==> src/logic/rv_pkg.sv <==
package rv_pkg;

    localparam int xlen = 32;
    localparam int reg_addr_w = 5;

    typedef logic [xlen-1:0] word_t;
    typedef logic [reg_addr_w-1:0] reg_addr_t;

    typedef enum logic [0:0] {
        alu_add = 1'b0,
        alu_sub = 1'b1
    } alu_op_t;

    // EX operand source
    typedef enum logic [1:0] {
        fwd_none = 2'b00,
        fwd_mem  = 2'b01,
        fwd_wb   = 2'b10
    } fwd_sel_t;

    // ========================================
    // encodings
    // ========================================
    localparam logic [6:0] op_r_type = 7'b0110011;
    localparam logic [6:0] op_i_type = 7'b0010011;
    localparam logic [6:0] op_load   = 7'b0000011;
    localparam logic [6:0] op_store  = 7'b0100011;
    localparam logic [6:0] op_branch = 7'b1100011;

    localparam logic [2:0] f3_beq  = 3'b000;
    localparam logic [2:0] f3_bne  = 3'b001;
    localparam logic [2:0] f3_blt  = 3'b100;
    localparam logic [2:0] f3_bge  = 3'b101;
    localparam logic [2:0] f3_bltu = 3'b110;
    localparam logic [2:0] f3_bgeu = 3'b111;

    localparam logic [6:0] funct7_sub = 7'b0100000;

    localparam word_t nop_inst = 32'h00000013;  // addi x0, x0, 0
    localparam word_t reset_pc = 32'h00000000;

    // control bits carried down the pipe
    typedef struct packed {
        logic    reg_write;
        logic    mem_read;
        logic    mem_write;
        logic    mem_to_reg;
        logic    alu_src;
        alu_op_t alu_op;
    } ex_ctrl_t;

endpackage
==> src/logic/rv_core.sv <==
`timescale 1ns/1ps

module rv_core (
    input  logic          clk,
    input  logic          rst,
    output rv_pkg::word_t imem_addr,
    input  rv_pkg::word_t imem_data,
    output rv_pkg::word_t dmem_addr,
    output rv_pkg::word_t dmem_wdata,
    output logic          dmem_re,
    output logic          dmem_we,
    input  rv_pkg::word_t dmem_rdata
);

    // IF / ID
    rv_pkg::word_t      if_pc;
    rv_pkg::word_t      if_inst;
    rv_pkg::ex_ctrl_t   id_ctrl;
    rv_pkg::word_t      id_imm;
    rv_pkg::word_t      rs1_data;
    rv_pkg::word_t      rs2_data;
    logic               stall;
    logic               branch_taken;
    rv_pkg::word_t      branch_target;

    // EX
    rv_pkg::word_t      ex_alu_result;
    rv_pkg::reg_addr_t  ex_rd;
    logic               ex_reg_write;
    logic               ex_mem_read;
    rv_pkg::ex_ctrl_t   exm_ctrl;
    rv_pkg::word_t      exm_alu_out;
    rv_pkg::word_t      exm_store_data;
    rv_pkg::reg_addr_t  exm_rd;

    // MEM / WB
    rv_pkg::reg_addr_t  mem_rd;
    logic               mem_reg_write;
    logic               mem_mem_read;
    rv_pkg::word_t      mem_alu_out;
    rv_pkg::reg_addr_t  wb_rd;
    logic               wb_reg_write;
    rv_pkg::word_t      wb_data;

    fetch_stage fetch_i (
        .clk(clk), .rst(rst), .stall(stall),
        .branch_taken(branch_taken), .branch_target(branch_target),
        .imem_data(imem_data), .imem_addr(imem_addr),
        .if_pc(if_pc), .if_inst(if_inst)
    );

    decode_ctrl decode_i (.if_inst(if_inst), .id_ctrl(id_ctrl), .id_imm(id_imm));

    reg_file regs_i (
        .clk(clk), .rst(rst),
        .rs1_addr(if_inst[19:15]), .rs2_addr(if_inst[24:20]),
        .rd_addr(wb_rd), .w_data(wb_data), .reg_write(wb_reg_write),
        .rs1_data(rs1_data), .rs2_data(rs2_data)
    );

    hazard_unit hazard_i (
        .if_inst(if_inst), .ex_rd(ex_rd), .mem_rd(mem_rd),
        .ex_mem_read(ex_mem_read), .mem_mem_read(mem_mem_read), .stall(stall)
    );

    branch_unit branch_i (
        .if_inst(if_inst), .if_pc(if_pc), .id_imm(id_imm),
        .rs1_data(rs1_data), .rs2_data(rs2_data),
        .ex_alu_result(ex_alu_result), .mem_alu_out(mem_alu_out), .wb_data(wb_data),
        .ex_rd(ex_rd), .mem_rd(mem_rd), .wb_rd(wb_rd),
        .ex_reg_write(ex_reg_write), .mem_reg_write(mem_reg_write),
        .wb_reg_write(wb_reg_write), .stall(stall),
        .branch_taken(branch_taken), .branch_target(branch_target)
    );

    execute_stage execute_i (
        .clk(clk), .rst(rst), .stall(stall), .id_ctrl(id_ctrl),
        .if_inst(if_inst), .id_imm(id_imm), .rs1_data(rs1_data), .rs2_data(rs2_data),
        .mem_alu_out(mem_alu_out), .wb_data(wb_data), .mem_rd(mem_rd), .wb_rd(wb_rd),
        .mem_reg_write(mem_reg_write), .wb_reg_write(wb_reg_write),
        .ex_alu_result(ex_alu_result), .ex_store_data(), .ex_rd(ex_rd),
        .ex_reg_write(ex_reg_write), .ex_mem_read(ex_mem_read),
        .exm_ctrl(exm_ctrl), .exm_alu_out(exm_alu_out),
        .exm_store_data(exm_store_data), .exm_rd(exm_rd)
    );

    mem_wb_stage mem_wb_i (
        .clk(clk), .rst(rst), .exm_ctrl(exm_ctrl), .exm_alu_out(exm_alu_out),
        .exm_store_data(exm_store_data), .exm_rd(exm_rd), .dmem_rdata(dmem_rdata),
        .dmem_addr(dmem_addr), .dmem_wdata(dmem_wdata), .dmem_re(dmem_re), .dmem_we(dmem_we),
        .mem_rd(mem_rd), .mem_reg_write(mem_reg_write), .mem_mem_read(mem_mem_read),
        .mem_alu_out(mem_alu_out), .wb_rd(wb_rd), .wb_reg_write(wb_reg_write),
        .wb_data(wb_data)
    );

endmodule

==> src/logic/mem_wb_stage.sv <==
`timescale 1ns/1ps

module mem_wb_stage (
    input  logic              clk,
    input  logic              rst,
    input  rv_pkg::ex_ctrl_t  exm_ctrl,
    input  rv_pkg::word_t     exm_alu_out,
    input  rv_pkg::word_t     exm_store_data,
    input  rv_pkg::reg_addr_t exm_rd,
    input  rv_pkg::word_t     dmem_rdata,
    output rv_pkg::word_t     dmem_addr,
    output rv_pkg::word_t     dmem_wdata,
    output logic              dmem_re,
    output logic              dmem_we,
    output rv_pkg::reg_addr_t mem_rd,
    output logic              mem_reg_write,
    output logic              mem_mem_read,
    output rv_pkg::word_t     mem_alu_out,
    output rv_pkg::reg_addr_t wb_rd,
    output logic              wb_reg_write,
    output rv_pkg::word_t     wb_data
);

    logic          wb_mem_to_reg;
    rv_pkg::word_t wb_alu_out;
    rv_pkg::word_t wb_load_data;

    // single-cycle strobes, read data same cycle
    assign dmem_addr  = exm_alu_out;
    assign dmem_wdata = exm_store_data;
    assign dmem_re    = exm_ctrl.mem_read;
    assign dmem_we    = exm_ctrl.mem_write;

    // MEM view for hazards and forwarding
    assign mem_rd        = exm_rd;
    assign mem_reg_write = exm_ctrl.reg_write;
    assign mem_mem_read  = exm_ctrl.mem_read;
    assign mem_alu_out   = exm_alu_out;

    always_ff @(posedge clk or posedge rst) begin
        if (rst) begin
            wb_rd         <= '0;
            wb_reg_write  <= 1'b0;
            wb_mem_to_reg <= 1'b0;
        end else begin
            wb_rd         <= exm_rd;
            wb_reg_write  <= exm_ctrl.reg_write;
            wb_mem_to_reg <= exm_ctrl.mem_to_reg;
        end
    end

    always_ff @(posedge clk) begin
        wb_alu_out   <= exm_alu_out;
        wb_load_data <= dmem_rdata;
    end

    assign wb_data = wb_mem_to_reg ? wb_load_data : wb_alu_out;

    a_re_we_excl: assert property (@(posedge clk) disable iff (rst) !(dmem_re && dmem_we))
        else $error("dmem_re and dmem_we both high");

endmodule

==> src/logic/execute_stage.sv <==
`timescale 1ns/1ps

module execute_stage (
    input  logic              clk,
    input  logic              rst,
    input  logic              stall,
    input  rv_pkg::ex_ctrl_t  id_ctrl,
    input  rv_pkg::word_t     if_inst,
    input  rv_pkg::word_t     id_imm,
    input  rv_pkg::word_t     rs1_data,
    input  rv_pkg::word_t     rs2_data,
    input  rv_pkg::word_t     mem_alu_out,
    input  rv_pkg::word_t     wb_data,
    input  rv_pkg::reg_addr_t mem_rd,
    input  rv_pkg::reg_addr_t wb_rd,
    input  logic              mem_reg_write,
    input  logic              wb_reg_write,
    output rv_pkg::word_t     ex_alu_result,
    output rv_pkg::word_t     ex_store_data,
    output rv_pkg::reg_addr_t ex_rd,
    output logic              ex_reg_write,
    output logic              ex_mem_read,
    output rv_pkg::ex_ctrl_t  exm_ctrl,
    output rv_pkg::word_t     exm_alu_out,
    output rv_pkg::word_t     exm_store_data,
    output rv_pkg::reg_addr_t exm_rd
);

    rv_pkg::ex_ctrl_t  idex_ctrl;
    rv_pkg::word_t     idex_rs1_data;
    rv_pkg::word_t     idex_rs2_data;
    rv_pkg::word_t     idex_imm;
    rv_pkg::reg_addr_t idex_rs1;
    rv_pkg::reg_addr_t idex_rs2;
    rv_pkg::fwd_sel_t  fwd_a;
    rv_pkg::fwd_sel_t  fwd_b;
    rv_pkg::word_t     op_a;
    rv_pkg::word_t     op_b;

    // ========================================
    // ID/EX
    // ========================================
    always_ff @(posedge clk or posedge rst) begin
        if (rst) begin
            idex_ctrl <= '0;
            ex_rd     <= '0;
        end else begin
            idex_ctrl <= stall ? '0 : id_ctrl;  // bubble while ID holds
            ex_rd     <= if_inst[11:7];
        end
    end

    always_ff @(posedge clk) begin
        idex_rs1_data <= rs1_data;
        idex_rs2_data <= rs2_data;
        idex_imm      <= id_imm;
        idex_rs1      <= if_inst[19:15];
        idex_rs2      <= if_inst[24:20];
    end

    // MEM beats WB
    function automatic rv_pkg::fwd_sel_t pick(input rv_pkg::reg_addr_t rs);
        if (rs != '0 && mem_reg_write && mem_rd == rs)
            return rv_pkg::fwd_mem;
        if (rs != '0 && wb_reg_write && wb_rd == rs)
            return rv_pkg::fwd_wb;
        return rv_pkg::fwd_none;
    endfunction

    function automatic rv_pkg::word_t fwd_mux(input rv_pkg::fwd_sel_t sel,
                                              input rv_pkg::word_t raw);
        case (sel)
            rv_pkg::fwd_mem: return mem_alu_out;
            rv_pkg::fwd_wb:  return wb_data;
            default:         return raw;
        endcase
    endfunction

    assign fwd_a         = pick(idex_rs1);
    assign fwd_b         = pick(idex_rs2);
    assign op_a          = fwd_mux(fwd_a, idex_rs1_data);
    assign ex_store_data = fwd_mux(fwd_b, idex_rs2_data);
    assign op_b          = idex_ctrl.alu_src ? idex_imm : ex_store_data;

    assign ex_alu_result = (idex_ctrl.alu_op == rv_pkg::alu_sub) ? op_a - op_b : op_a + op_b;
    assign ex_reg_write  = idex_ctrl.reg_write;
    assign ex_mem_read   = idex_ctrl.mem_read;

    // ========================================
    // EX/MEM
    // ========================================
    always_ff @(posedge clk or posedge rst) begin
        if (rst) begin
            exm_ctrl <= '0;
            exm_rd   <= '0;
        end else begin
            exm_ctrl <= idex_ctrl;
            exm_rd   <= ex_rd;
        end
    end

    always_ff @(posedge clk) begin
        exm_alu_out    <= ex_alu_result;
        exm_store_data <= ex_store_data;  // forwarded rs2
    end

endmodule

==> src/logic/branch_unit.sv <==
`timescale 1ns/1ps

module branch_unit (
    input  rv_pkg::word_t     if_inst,
    input  rv_pkg::word_t     if_pc,
    input  rv_pkg::word_t     id_imm,
    input  rv_pkg::word_t     rs1_data,
    input  rv_pkg::word_t     rs2_data,
    input  rv_pkg::word_t     ex_alu_result,
    input  rv_pkg::word_t     mem_alu_out,
    input  rv_pkg::word_t     wb_data,
    input  rv_pkg::reg_addr_t ex_rd,
    input  rv_pkg::reg_addr_t mem_rd,
    input  rv_pkg::reg_addr_t wb_rd,
    input  logic              ex_reg_write,
    input  logic              mem_reg_write,
    input  logic              wb_reg_write,
    input  logic              stall,
    output logic              branch_taken,
    output rv_pkg::word_t     branch_target
);

    rv_pkg::word_t op_a;
    rv_pkg::word_t op_b;
    logic          cond;

    // youngest producer first
    function automatic rv_pkg::word_t resolve(input rv_pkg::reg_addr_t rs,
                                              input rv_pkg::word_t rf_val);
        if (rs == '0)
            return rf_val;
        if (ex_reg_write && ex_rd == rs)
            return ex_alu_result;
        if (mem_reg_write && mem_rd == rs)
            return mem_alu_out;
        if (wb_reg_write && wb_rd == rs)
            return wb_data;
        return rf_val;
    endfunction

    assign op_a = resolve(if_inst[19:15], rs1_data);
    assign op_b = resolve(if_inst[24:20], rs2_data);

    always_comb begin
        case (if_inst[14:12])
            rv_pkg::f3_beq:  cond = (op_a == op_b);
            rv_pkg::f3_bne:  cond = (op_a != op_b);
            rv_pkg::f3_blt:  cond = ($signed(op_a) <  $signed(op_b));
            rv_pkg::f3_bge:  cond = ($signed(op_a) >= $signed(op_b));
            rv_pkg::f3_bltu: cond = (op_a <  op_b);
            rv_pkg::f3_bgeu: cond = (op_a >= op_b);
            default:         cond = 1'b0;
        endcase
    end

    // operands not final while stalled
    assign branch_taken  = (if_inst[6:0] == rv_pkg::op_branch) && cond && !stall;
    assign branch_target = if_pc + id_imm;

endmodule

==> src/logic/hazard_unit.sv <==
`timescale 1ns/1ps

module hazard_unit (
    input  rv_pkg::word_t     if_inst,
    input  rv_pkg::reg_addr_t ex_rd,
    input  rv_pkg::reg_addr_t mem_rd,
    input  logic              ex_mem_read,
    input  logic              mem_mem_read,
    output logic              stall
);

    rv_pkg::reg_addr_t rs1;
    rv_pkg::reg_addr_t rs2;
    logic              is_branch;
    logic              load_use;
    logic              branch_load;

    assign rs1       = if_inst[19:15];
    assign rs2       = if_inst[24:20];
    assign is_branch = (if_inst[6:0] == rv_pkg::op_branch);

    // ========================================
    // distance 1, any consumer
    // ========================================
    assign load_use = ex_mem_read && (ex_rd != '0)
                      && (ex_rd == rs1 || ex_rd == rs2);

    // ========================================
    // distance 2, branch only
    // ========================================
    // load data is picked up from WB a cycle later, no MEM path into ID
    assign branch_load = is_branch && mem_mem_read && (mem_rd != '0)
                         && (mem_rd == rs1 || mem_rd == rs2);

    assign stall = load_use || branch_load;

endmodule

==> src/logic/reg_file.sv <==
`timescale 1ns/1ps

module reg_file (
    input  logic              clk,
    input  logic              rst,
    input  rv_pkg::reg_addr_t rs1_addr,
    input  rv_pkg::reg_addr_t rs2_addr,
    input  rv_pkg::reg_addr_t rd_addr,
    input  rv_pkg::word_t     w_data,
    input  logic              reg_write,
    output rv_pkg::word_t     rs1_data,
    output rv_pkg::word_t     rs2_data
);

    rv_pkg::word_t regs [32];
    logic          wr_en;

    assign wr_en = reg_write && (rd_addr != '0);  // x0 never written

    always_ff @(posedge clk or posedge rst) begin
        if (rst) begin
            for (int i = 0; i < 32; i++)
                regs[i] <= '0;
        end else if (wr_en) begin
            regs[rd_addr] <= w_data;
        end
    end

    // write in the same cycle shows through
    assign rs1_data = (wr_en && rd_addr == rs1_addr) ? w_data : regs[rs1_addr];
    assign rs2_data = (wr_en && rd_addr == rs2_addr) ? w_data : regs[rs2_addr];

    a_x0_zero: assert property (@(posedge clk) disable iff (rst)
        !(rs1_addr == '0 && rs1_data != '0) && !(rs2_addr == '0 && rs2_data != '0))
        else $error("x0 read back nonzero");

endmodule

==> src/logic/decode_ctrl.sv <==
`timescale 1ns/1ps

module decode_ctrl (
    input  rv_pkg::word_t    if_inst,
    output rv_pkg::ex_ctrl_t id_ctrl,
    output rv_pkg::word_t    id_imm
);

    logic [6:0] opcode;
    logic [6:0] funct7;

    assign opcode = if_inst[6:0];
    assign funct7 = if_inst[31:25];

    // ========================================
    // control bits
    // ========================================
    always_comb begin
        id_ctrl = '0;  // unknown opcode -> bubble
        case (opcode)
            rv_pkg::op_r_type: begin
                id_ctrl.reg_write = 1'b1;
                id_ctrl.alu_op    = (funct7 == rv_pkg::funct7_sub) ? rv_pkg::alu_sub
                                                                   : rv_pkg::alu_add;
            end
            rv_pkg::op_i_type: begin
                id_ctrl.reg_write = 1'b1;
                id_ctrl.alu_src   = 1'b1;
            end
            rv_pkg::op_load: begin
                id_ctrl.reg_write  = 1'b1;
                id_ctrl.mem_read   = 1'b1;
                id_ctrl.mem_to_reg = 1'b1;
                id_ctrl.alu_src    = 1'b1;  // address = rs1 + imm
            end
            rv_pkg::op_store: begin
                id_ctrl.mem_write = 1'b1;
                id_ctrl.alu_src   = 1'b1;
            end
            default: ;  // branches finish in ID
        endcase
    end

    // ========================================
    // immediates
    // ========================================
    always_comb begin
        case (opcode)
            rv_pkg::op_i_type, rv_pkg::op_load:
                id_imm = {{20{if_inst[31]}}, if_inst[31:20]};
            rv_pkg::op_store:
                id_imm = {{20{if_inst[31]}}, if_inst[31:25], if_inst[11:7]};
            rv_pkg::op_branch:  // bits 12, 10:5, 4:1, 11
                id_imm = {{20{if_inst[31]}}, if_inst[7], if_inst[30:25],
                          if_inst[11:8], 1'b0};
            default:
                id_imm = '0;
        endcase
    end

endmodule

==> src/logic/fetch_stage.sv <==
`timescale 1ns/1ps

module fetch_stage (
    input  logic          clk,
    input  logic          rst,
    input  logic          stall,
    input  logic          branch_taken,
    input  rv_pkg::word_t branch_target,
    input  rv_pkg::word_t imem_data,
    output rv_pkg::word_t imem_addr,
    output rv_pkg::word_t if_pc,
    output rv_pkg::word_t if_inst
);

    rv_pkg::word_t pc;

    assign imem_addr = pc;  // instruction comes back same cycle

    // taken branch wins over stall
    always_ff @(posedge clk or posedge rst) begin
        if (rst) begin
            pc      <= rv_pkg::reset_pc;
            if_inst <= rv_pkg::nop_inst;
        end else if (branch_taken) begin
            pc      <= branch_target;
            if_inst <= rv_pkg::nop_inst;  // squash wrong-path fetch
        end else if (!stall) begin
            pc      <= pc + 32'd4;
            if_inst <= imem_data;
        end
    end

    // pc of a squashed slot is never looked at
    always_ff @(posedge clk) begin
        if (!stall)
            if_pc <= pc;
    end

    a_pc_aligned: assert property (@(posedge clk) disable iff (rst) pc[1:0] == 2'b00)
        else $error("pc not word aligned: %h", pc);

endmodule

==> config.mk <==
export PLATFORM = sky130hd
export DESIGN_NAME = rv_core
export DESIGN_NICKNAME = d
export VERILOG_FILES = /design/src/logic/rv_pkg.sv /design/src/logic/rv_core.sv /design/src/logic/mem_wb_stage.sv /design/src/logic/execute_stage.sv /design/src/logic/branch_unit.sv /design/src/logic/hazard_unit.sv /design/src/logic/reg_file.sv /design/src/logic/decode_ctrl.sv /design/src/logic/fetch_stage.sv
export SDC_FILE = /design/constraint.sdc
export NUM_CORES = 2
export LEC_CHECK = 0
export BUFFER_PORTS_ARGS = -buffer_cell sky130_fd_sc_hd__buf_2
export CORE_MARGIN = 2
export CORE_UTILIZATION = 65
export CTS_BUF_LIST = sky130_fd_sc_hd__clkbuf_4 sky130_fd_sc_hd__clkbuf_8
export DETAILED_ROUTE_END_ITERATION = 7
export HOLD_SLACK_MARGIN = 0.06
export PLACE_DENSITY = 0.93
export SLEW_MARGIN = 20
export SYNTH_ARGS = -nofsm -noshare
export SYNTH_HDL_FRONTEND = slang
export SYNTH_SLANG_ARGS = --single-unit
==> constraint.sdc <==
create_clock -name clk -period 47.9 [get_ports clk]
set_input_delay 4.79 -clock clk [delete_from_list [all_inputs] [get_ports clk]]
set_output_delay 4.79 -clock clk [all_outputs]
set_load 0.005 [all_outputs]
Yosys cells after proc, flatten, opt, wreduce, memory -nomap -nowiden
Index checks and enable logic that the tools add are counted.
{"block": "totals", "register_bits": 1381, "in_bits": 66, "output_inout_bits": 98, "elab_cells": 221}
{"block": "op_classes", "n_addsub": 4, "n_lt_le_gt_ge": 8, "eq_ne": 28, "muxes": 79, "bitwise": 3, "reduce_logical": 40}
{"operator": "bitwise mux 1024 bit", "n": 1}
{"operator": "two-way mux 32 bit", "n": 30}
{"operator": "binary-select mux 32 bit (select 5 bit)", "n": 2}
{"operator": "demux 32 bit (select 5 bit)", "n": 1}
{"operator": "one-hot mux 32 bit (2 select lines)", "n": 2}
{"operator": "one-hot mux 32 bit (3 select lines)", "n": 1}
{"operator": "adder 32 bit", "n": 2}
{"operator": "greater-or-equal comparator 32 bit", "n": 2}
{"operator": "less-than comparator 32 bit", "n": 2}
{"operator": "== test 5 bit", "n": 10}
{"operator": "adder 32 x 3 -> 32 bit, second input constant", "n": 1}
{"operator": "== test 32 bit", "n": 1}
{"operator": "two-way mux 1 bit", "n": 32}
{"operator": "!= test 32 bit", "n": 1}
{"operator": "subtractor 32 bit", "n": 1}
{"operator": "logical AND 1 bit", "n": 25}
{"operator": "nonzero test 5 bit", "n": 5}
{"operator": "== test 7 x 6 -> 1 bit, second input constant", "n": 3}
{"operator": "greater-or-equal comparator 6 bit, second input constant", "n": 3}
{"operator": "NOT 5 -> 6 bit", "n": 3}
{"operator": "two-way mux 2 bit", "n": 8}
{"operator": "== test 3 bit, second input constant", "n": 4}
{"operator": "logical NOT 5 bit", "n": 2}
{"operator": "== test 7 x 2 -> 1 bit, second input constant", "n": 1}
{"operator": "14 further kinds", "n": 19}

Logic depth before layout (Yosys ltp)
{"block": "logic_depth", "word_depth": 24, "mapped_depth": 42, "ltp_nobuf": 36}

Modules after synthesis
A second synthesis with hierarchy kept.
{"block": "hier_totals", "cells_unflattened": 5793, "area_unflattened_um2": 74815.5}
{"module": "reg_file", "instances": 1, "cells_each": 3435, "area_each_um2": 53407.5, "seq_area_each_um2": 25624.6}
{"module": "execute_stage", "instances": 1, "cells_each": 905, "area_each_um2": 8627.0, "seq_area_each_um2": 3953.8}
{"module": "branch_unit", "instances": 1, "cells_each": 795, "area_each_um2": 5191.2, "seq_area_each_um2": 0.0}
{"module": "fetch_stage", "instances": 1, "cells_each": 340, "area_each_um2": 4062.6, "seq_area_each_um2": 2566.2}
{"module": "mem_wb_stage", "instances": 1, "cells_each": 213, "area_each_um2": 2792.7, "seq_area_each_um2": 1456.4}
{"module": "decode_ctrl", "instances": 1, "cells_each": 67, "area_each_um2": 459.2, "seq_area_each_um2": 0.0}
{"module": "hazard_unit", "instances": 1, "cells_each": 38, "area_each_um2": 275.3, "seq_area_each_um2": 0.0}

Least setup slack after synthesis
No wires, ideal clock.
{"block": "synth_timing", "kind": "register -> register", "startpoint": "reg execute_i.idex_rs2[3]", "endpoint": "reg fetch_i.pc[5], in the netlist fetch_i.imem_addr[5]", "setup_time_ps": 191, "arrival_time_ps": 7905, "t_required_ps": 47709, "setup_slack_ps": 39804, "path_stages_with_launch": 40, "path_buffers": 4, "period_less_slack_ps": 8096, "path_cell_list": "dfxtp_1 or4_4 o211ai_2 buf_2 nor3_1 o311ai_1 and2_1 inv_1 ha_1 o2111a_1 and2_1 a31oi_1 xor2_1 ha_1 a21o_1 a21oi_1 nor2b_1 o21ai_0 [... 4 more ...] nand3_1 mux2i_1 nor2_1 ha_1 and3_1 nand4_1 nor4_2 nand2_1 or3_1 nand4_1 nand3_1 a211o_1 buf_2 or2_1 buf_2 buf_2 o21ai_0 a2bb2oi_1"}
{"block": "synth_via", "elab_chain_len": 24, "elab_cells_between_ends": 45, "cone_classes": "2 x add/sub; 4 x order compare; 7 x eq/ne; 25 x mux; 7 x reduce/logical"}
{"element": "from (decl)", "line_no": "execute_stage.sv:34", "rtl": "rv_pkg::reg_addr_t idex_rs2;"}
{"element": "from (signal assigned)", "line_no": "execute_stage.sv:58", "rtl": "idex_rs2 <= if_inst[24:20];"}
{"element": "nonzero test 5 bit", "line_no": "execute_stage.sv:63, execute_stage.sv:65"}
{"element": "logical AND 1 bit (2 in a row)", "line_no": "execute_stage.sv:65", "rtl": "if (rs != '0 && wb_reg_write && wb_rd == rs)"}
{"element": "two-way mux 1 bit (2 in a row)", "line_no": "execute_stage.sv:65"}
{"element": "two-way mux 2 bit", "line_no": "execute_stage.sv:67", "rtl": "return rv_pkg::fwd_none;"}
{"element": "two-way mux 2 bit *", "line_no": "execute_stage.sv:65"}
{"element": "== test 2 bit / == test 2 x 1 -> 1 bit (equally long branches)", "line_no": "execute_stage.sv:72", "rtl": "case (sel)"}
{"element": "one-hot mux 32 bit (2 select lines) *", "line_no": "execute_stage.sv:72"}
{"element": "two-way mux 32 bit *", "line_no": "execute_stage.sv:83", "rtl": "assign op_b = idex_ctrl.alu_src ? idex_imm : ex_store_data;"}
{"element": "[... 5 more ...]"}
{"element": "two-way mux 32 bit", "line_no": "branch_unit.sv:38", "rtl": "return rf_val;"}
{"element": "two-way mux 32 bit", "line_no": "branch_unit.sv:36", "rtl": "if (wb_reg_write && wb_rd == rs)"}
{"element": "two-way mux 32 bit", "line_no": "branch_unit.sv:34", "rtl": "if (mem_reg_write && mem_rd == rs)"}
{"element": "two-way mux 32 bit", "line_no": "branch_unit.sv:32", "rtl": "if (ex_reg_write && ex_rd == rs)"}
{"element": "greater-or-equal comparator 32 bit (tied with other cells)", "line_no": "branch_unit.sv:51", "rtl": "rv_pkg::f3_bgeu: cond = (op_a >= op_b);"}
{"element": "one-hot mux 1 bit (6 select lines) *", "line_no": "branch_unit.sv:45", "rtl": "case (if_inst[14:12])"}
{"element": "logical AND 1 bit * (2 in a row)", "line_no": "branch_unit.sv:57", "rtl": "assign branch_taken = (if_inst[6:0] == rv_pkg::op_branch) && cond && !stall;"}
{"element": "!= test 2 bit (no source line) / two-way mux 32 bit (equally long branches)"}
{"element": "to (signal assigned)", "line_no": "fetch_stage.sv:22", "rtl": "pc <= rv_pkg::reset_pc;"}
{"element": "to (signal assigned)", "line_no": "fetch_stage.sv:25", "rtl": "pc <= branch_target;"}
{"element": "to (signal assigned)", "line_no": "fetch_stage.sv:28", "rtl": "pc <= pc + 32'd4;"}
{"element": "to (decl)", "line_no": "fetch_stage.sv:15", "rtl": "rv_pkg::word_t pc;"}
Every way passes the cells marked *; elsewhere a longest branch is shown, timed or not. The select of a mux whose other input is x is not followed.
A chain may end at the register's enable or synchronous reset.

Final worst setup path
{"block": "layout_timing", "startpoint": "reg mem_wb_i.wb_mem_to_reg", "endpoint": "reg fetch_i.pc[15], in the netlist fetch_i.imem_addr[15]"}
{"block": "layout_via", "elab_chain_len": 17, "elab_cells_between_ends": 36, "cone_classes": "2 x add/sub; 4 x order compare; 3 x eq/ne; 25 x mux; 2 x reduce/logical"}
{"element": "from (decl)", "line_no": "mem_wb_stage.sv:24", "rtl": "logic wb_mem_to_reg;"}
{"element": "from (signal assigned)", "line_no": "mem_wb_stage.sv:48", "rtl": "wb_mem_to_reg <= exm_ctrl.mem_to_reg;"}
{"element": "two-way mux 32 bit *", "line_no": "mem_wb_stage.sv:57", "rtl": "assign wb_data = wb_mem_to_reg ? wb_load_data : wb_alu_out;"}
{"element": "one-hot mux 32 bit (2 select lines)", "line_no": "execute_stage.sv:72"}
{"element": "two-way mux 32 bit", "line_no": "execute_stage.sv:83"}
{"element": "adder 32 bit / subtractor 32 bit (equally long branches)", "line_no": "execute_stage.sv:85", "rtl": "assign ex_alu_result = (idex_ctrl.alu_op == rv_pkg::alu_sub) ? op_a - op_b : op_a + op_b;"}
{"element": "two-way mux 32 bit", "line_no": "execute_stage.sv:85"}
{"element": "two-way mux 32 bit", "line_no": "branch_unit.sv:32"}
{"element": "two-way mux 32 bit", "line_no": "branch_unit.sv:34"}
{"element": "two-way mux 32 bit", "line_no": "branch_unit.sv:36"}
{"element": "two-way mux 32 bit", "line_no": "branch_unit.sv:38"}
{"element": "two-way mux 32 bit", "line_no": "branch_unit.sv:36"}
{"element": "two-way mux 32 bit", "line_no": "branch_unit.sv:34"}
{"element": "two-way mux 32 bit", "line_no": "branch_unit.sv:32"}
{"element": "greater-or-equal comparator 32 bit (tied with other cells)", "line_no": "branch_unit.sv:51"}
{"element": "one-hot mux 1 bit (6 select lines) *", "line_no": "branch_unit.sv:45"}
{"element": "logical AND 1 bit * (2 in a row)", "line_no": "branch_unit.sv:57"}
{"element": "!= test 2 bit (no source line) / two-way mux 32 bit (equally long branches)"}
Marked as above.

==> results by group <==
Critical path
  – Crit-path max FO: 41
  – Req. time, crit path: 48.74 ns
  – CP Class: reg -> reg
  – Slowest CP cell: buf_4
  – Worst path arrival time: 12.31 ns
  – Max stage delay on crit path: 0.72 ns
  – Most frequent CP cell: o21ai_0
  – R2R setup slack: 36.42 ns
  – RR Startpoint: mem_wb_i.wb_mem_to_reg$_DFF_PP0_
  – Crit path capture type: flip-flop
  – Worst Setup Start Kind: flip-flop
  – Worst setup path start: mem_wb_i.wb_mem_to_reg$_DFF_PP0_

Logic synthesis
  – Top cells by area, synth: dfrtp_1 (39%), mux4_2 (20%), dfxtp_1 (6.0%)
  – Syn_nets: 6887
  – Synth warn: 0
  – Post-Syn Area: 71800 um^2
  – FFs w/ async S/R, synth: 81.8%
  – Mean post-synth cell area: 10.7 um^2
  – Number of synthesized flops with an enable pin: 32
  – Synth unique cells: 94
  – Most frequent cell after synthesis: dfrtp_1
  – Synth top area share: 38.7%
  – Synth top cells by count: dfrtp_1 (1110), nand2_1 (817), o21ai_0 (752), nor2_1 (745), a21oi_1 (733)
  – Seq/Total Area, Yosys: 46.1%
  – Top cell type by total area after synthesis: dfrtp_1
  – FF+latch count, synth: 1360
  – Cells after Synth: 6723
  – Primary FF master, synth: dfrtp_1

Min path
  – HP Class: reg -> reg
  – Hold path start: execute_i.idex_ctrl[3]$_DFF_PP0_

Route
  – Drt initial violations: 11796
  – Vias per inst: 7.59
  – Drt wl/cell: 31.2 um
  – ANT nets after route: 0
  – Detailed-router iteration count before antenna repair: 8
  – DRC viols: 3
  – Vias after detailed routing: 62771
  – Routed wire length: 258000 um

Layout
  – Share of cells above drive strength 1: 22.0%
  – Fillers: 6472
  – Register name with the most flops: regs_i.regs
  – P&R area growth vs syn: 9.15%
  – Final core occ: 71.8%
  – # nets final: 6777
  – Max reg flops: 1024

Place
  – RD Place Congestion: 1.01
  – DP Worst Slack: 37.05 ns
  – DP HPWL: 154000 um
  – Port Buffers: 163

Run status
  – Status: finished, violations left
  – Violations in the final reports: design-rule violations

Floorplan
  – I/O pin cnt: 164
  – Die Width: 336 um
  – Core area: 109000 um^2
  – Area of the die: 113000 um^2
  – Starting Density: 65.8%
  – Die Ht: 336 um
  – Rows: 121

STA
  – Slew Limit Headroom: 13.8%
  – # setup viols final: 0
  – Hold slack: 0.352 ns
  – Max Slew Vio Count: 0
  – Worst Skew: 0.101 ns
  – Final Cycle Share: 24.0%
  – Fmax: 87.1 MHz
  – RSZ-0062 raised after global routing: false
  – Final min period: 11.48 ns
  – Setup TNS Final: 0 ns
  – Final hold vios: 0
  – Worst Max-Slew Pin Slew: 1.29 ns
  – Final worst slack: 36.42 ns

GRT
  – Antenna violations before repair: 13
  – First-pass GRT wire length: 385000 um
  – Congestion Overflow GR: 0
  – Overall Global Routing Usage: 46.0%
  – Largest net degree at the start of global routing: 190
  – Vias in the first global route: 63501

Power
  – Final Total Pwr: 0.00306 W
  – Sequential Power Share: 43.6%
  – P_sw: 0.00104 W
  – Worst IR Drop VDD: 0.0334 mV
  – Power Density: 39.1 nW/um^2
  – Internal power: 0.00202 W
  – Gate power share: 20.3%
  – Sw Share: 33.9%
  – Clock power share: 36.1%
  – Static Leakage: 34.1 nW

Clock network
  – Root Driver: clkbuf_8
  – Clock Path Buffers: 3
  – Reg clk slew, reported paths: 0.07 ns
  – H-tree lvl count: 4
  – Hold bufs inserted after CTS: 0
  – Post-CTS setup buffers: 0
  – Skew-Pair Late Insertion Delay: 1.01 ns
  – Sink Count: 1360
  – CTS buffer count: 214
  – CTS resizes: 0
  – CTS tree: built

Flow run
  – Max Cap Violations: 0
cell usage in the layout, fill, tap and decap left out, types with 96 or more instances in the layout:
cell / count
dfrtp_1: 1099
nand2_1: 801
dfxtp_1: 215
o21ai_0: 752
buf_4: 123
buf_2: 163
nor2_1: 729
a21oi_1: 733
mux4_2: 640
clkbuf_8: 265
ha_1: 96
mux2i_1: 96
worst paths after layout:
kind / to / depth (start not counted)
worst min-delay path: execute_i.exm_ctrl[3]$_DFF_PP0_ / 0
worst max-delay path: fetch_i.imem_addr[15]$_DFFE_PP0P_ / 35
max in group asynchronous: regs_i.regs[404]$_DFFE_PP0P_ / 6
min in group asynchronous: regs_i.regs[224]$_DFFE_PP0P_ / 2
worst min register to register: execute_i.exm_ctrl[3]$_DFF_PP0_ / 0
worst max register to register: fetch_i.imem_addr[15]$_DFFE_PP0P_ / 35
power by group through the flow:
stage	Clock (W)	Sequential, W	Combinational (W)
6_report	0.00110	0.00134	0.000622
3_5_place_dp	0	0.00135	0.000587
4_1_cts	0.00109	0.00133	0.000595
2_1_floorplan	0	0.00130	0.000388
3_3_place_gp	0	0.00134	0.000574
5_1_grt	0.00115	0.00134	0.000649
cells by family (layout without fill, tap and decap cells):
| logic type | after synthesis | count (layout) | synth area share (%) |
|---|---|---|---|
| simple gates | 1842 | 1842 | 10.5 |
| mux | 802 | 802 | 22.4 |
| xor+xnor | 135 | 135 | 1.66 |
| other cells | 0 | 5 | 0 |
| fa+ha+maj | 98 | 98 | 1.73 |
| compound gates | 1802 | 1802 | 13.8 |
| flops | 1360 | 1360 | 46.1 |
| buf+inv | 684 | 754 | 3.70 |
final cells by class:
cell class,count,area [um^2],share of cell area (%)
Antenna cell,5,12.5,0.0160
Clock buffer,340,4210,5.37
Clock inverter,56,528,0.674
Inverter,59,229,0.292
Multi-Input combinational cell,4679,36400,46.4
Sequential cell,1360,33200,42.3
Tap cell,1476,1850,2.36
Timing Repair Buffer,299,2000,2.56
stage by stage:
| stage | area [um^2] | instances |
|---|---|---|
| floorplan | 71800 | 6723 |
| global placement | 73500 | 7869 |
| detailed placement | 73500 | 7869 |
| CTS | 78200 | 8265 |
| global route | 78400 | 8271 |
| finish | 78400 | 8274 |
critical path, delay by kind of cell (launching register included):
family	cells	cell delay [ns]
AOI/OAI and AO/OA	13	3.98
and+or+nand+nor	14	3.50
buffers and inverters	3	1.54
xor gates and xnor gates	1	0.16
DFF	1	0.71
muxes	2	0.44
adders and majority gates	2	0.86
metal layers:
layer / vias up / GRT usage, % / part of all wire (%)
met2: 6502 / 65.8 / 43
met4: 16 / 38.3 / 11
met3: 2327 / 21.4 / 16
met5: - / 0.638 / 0.088
met1: 29698 / 52.6 / 30
li1: 24228 / - / -
(Power assumes the default switching activity.)
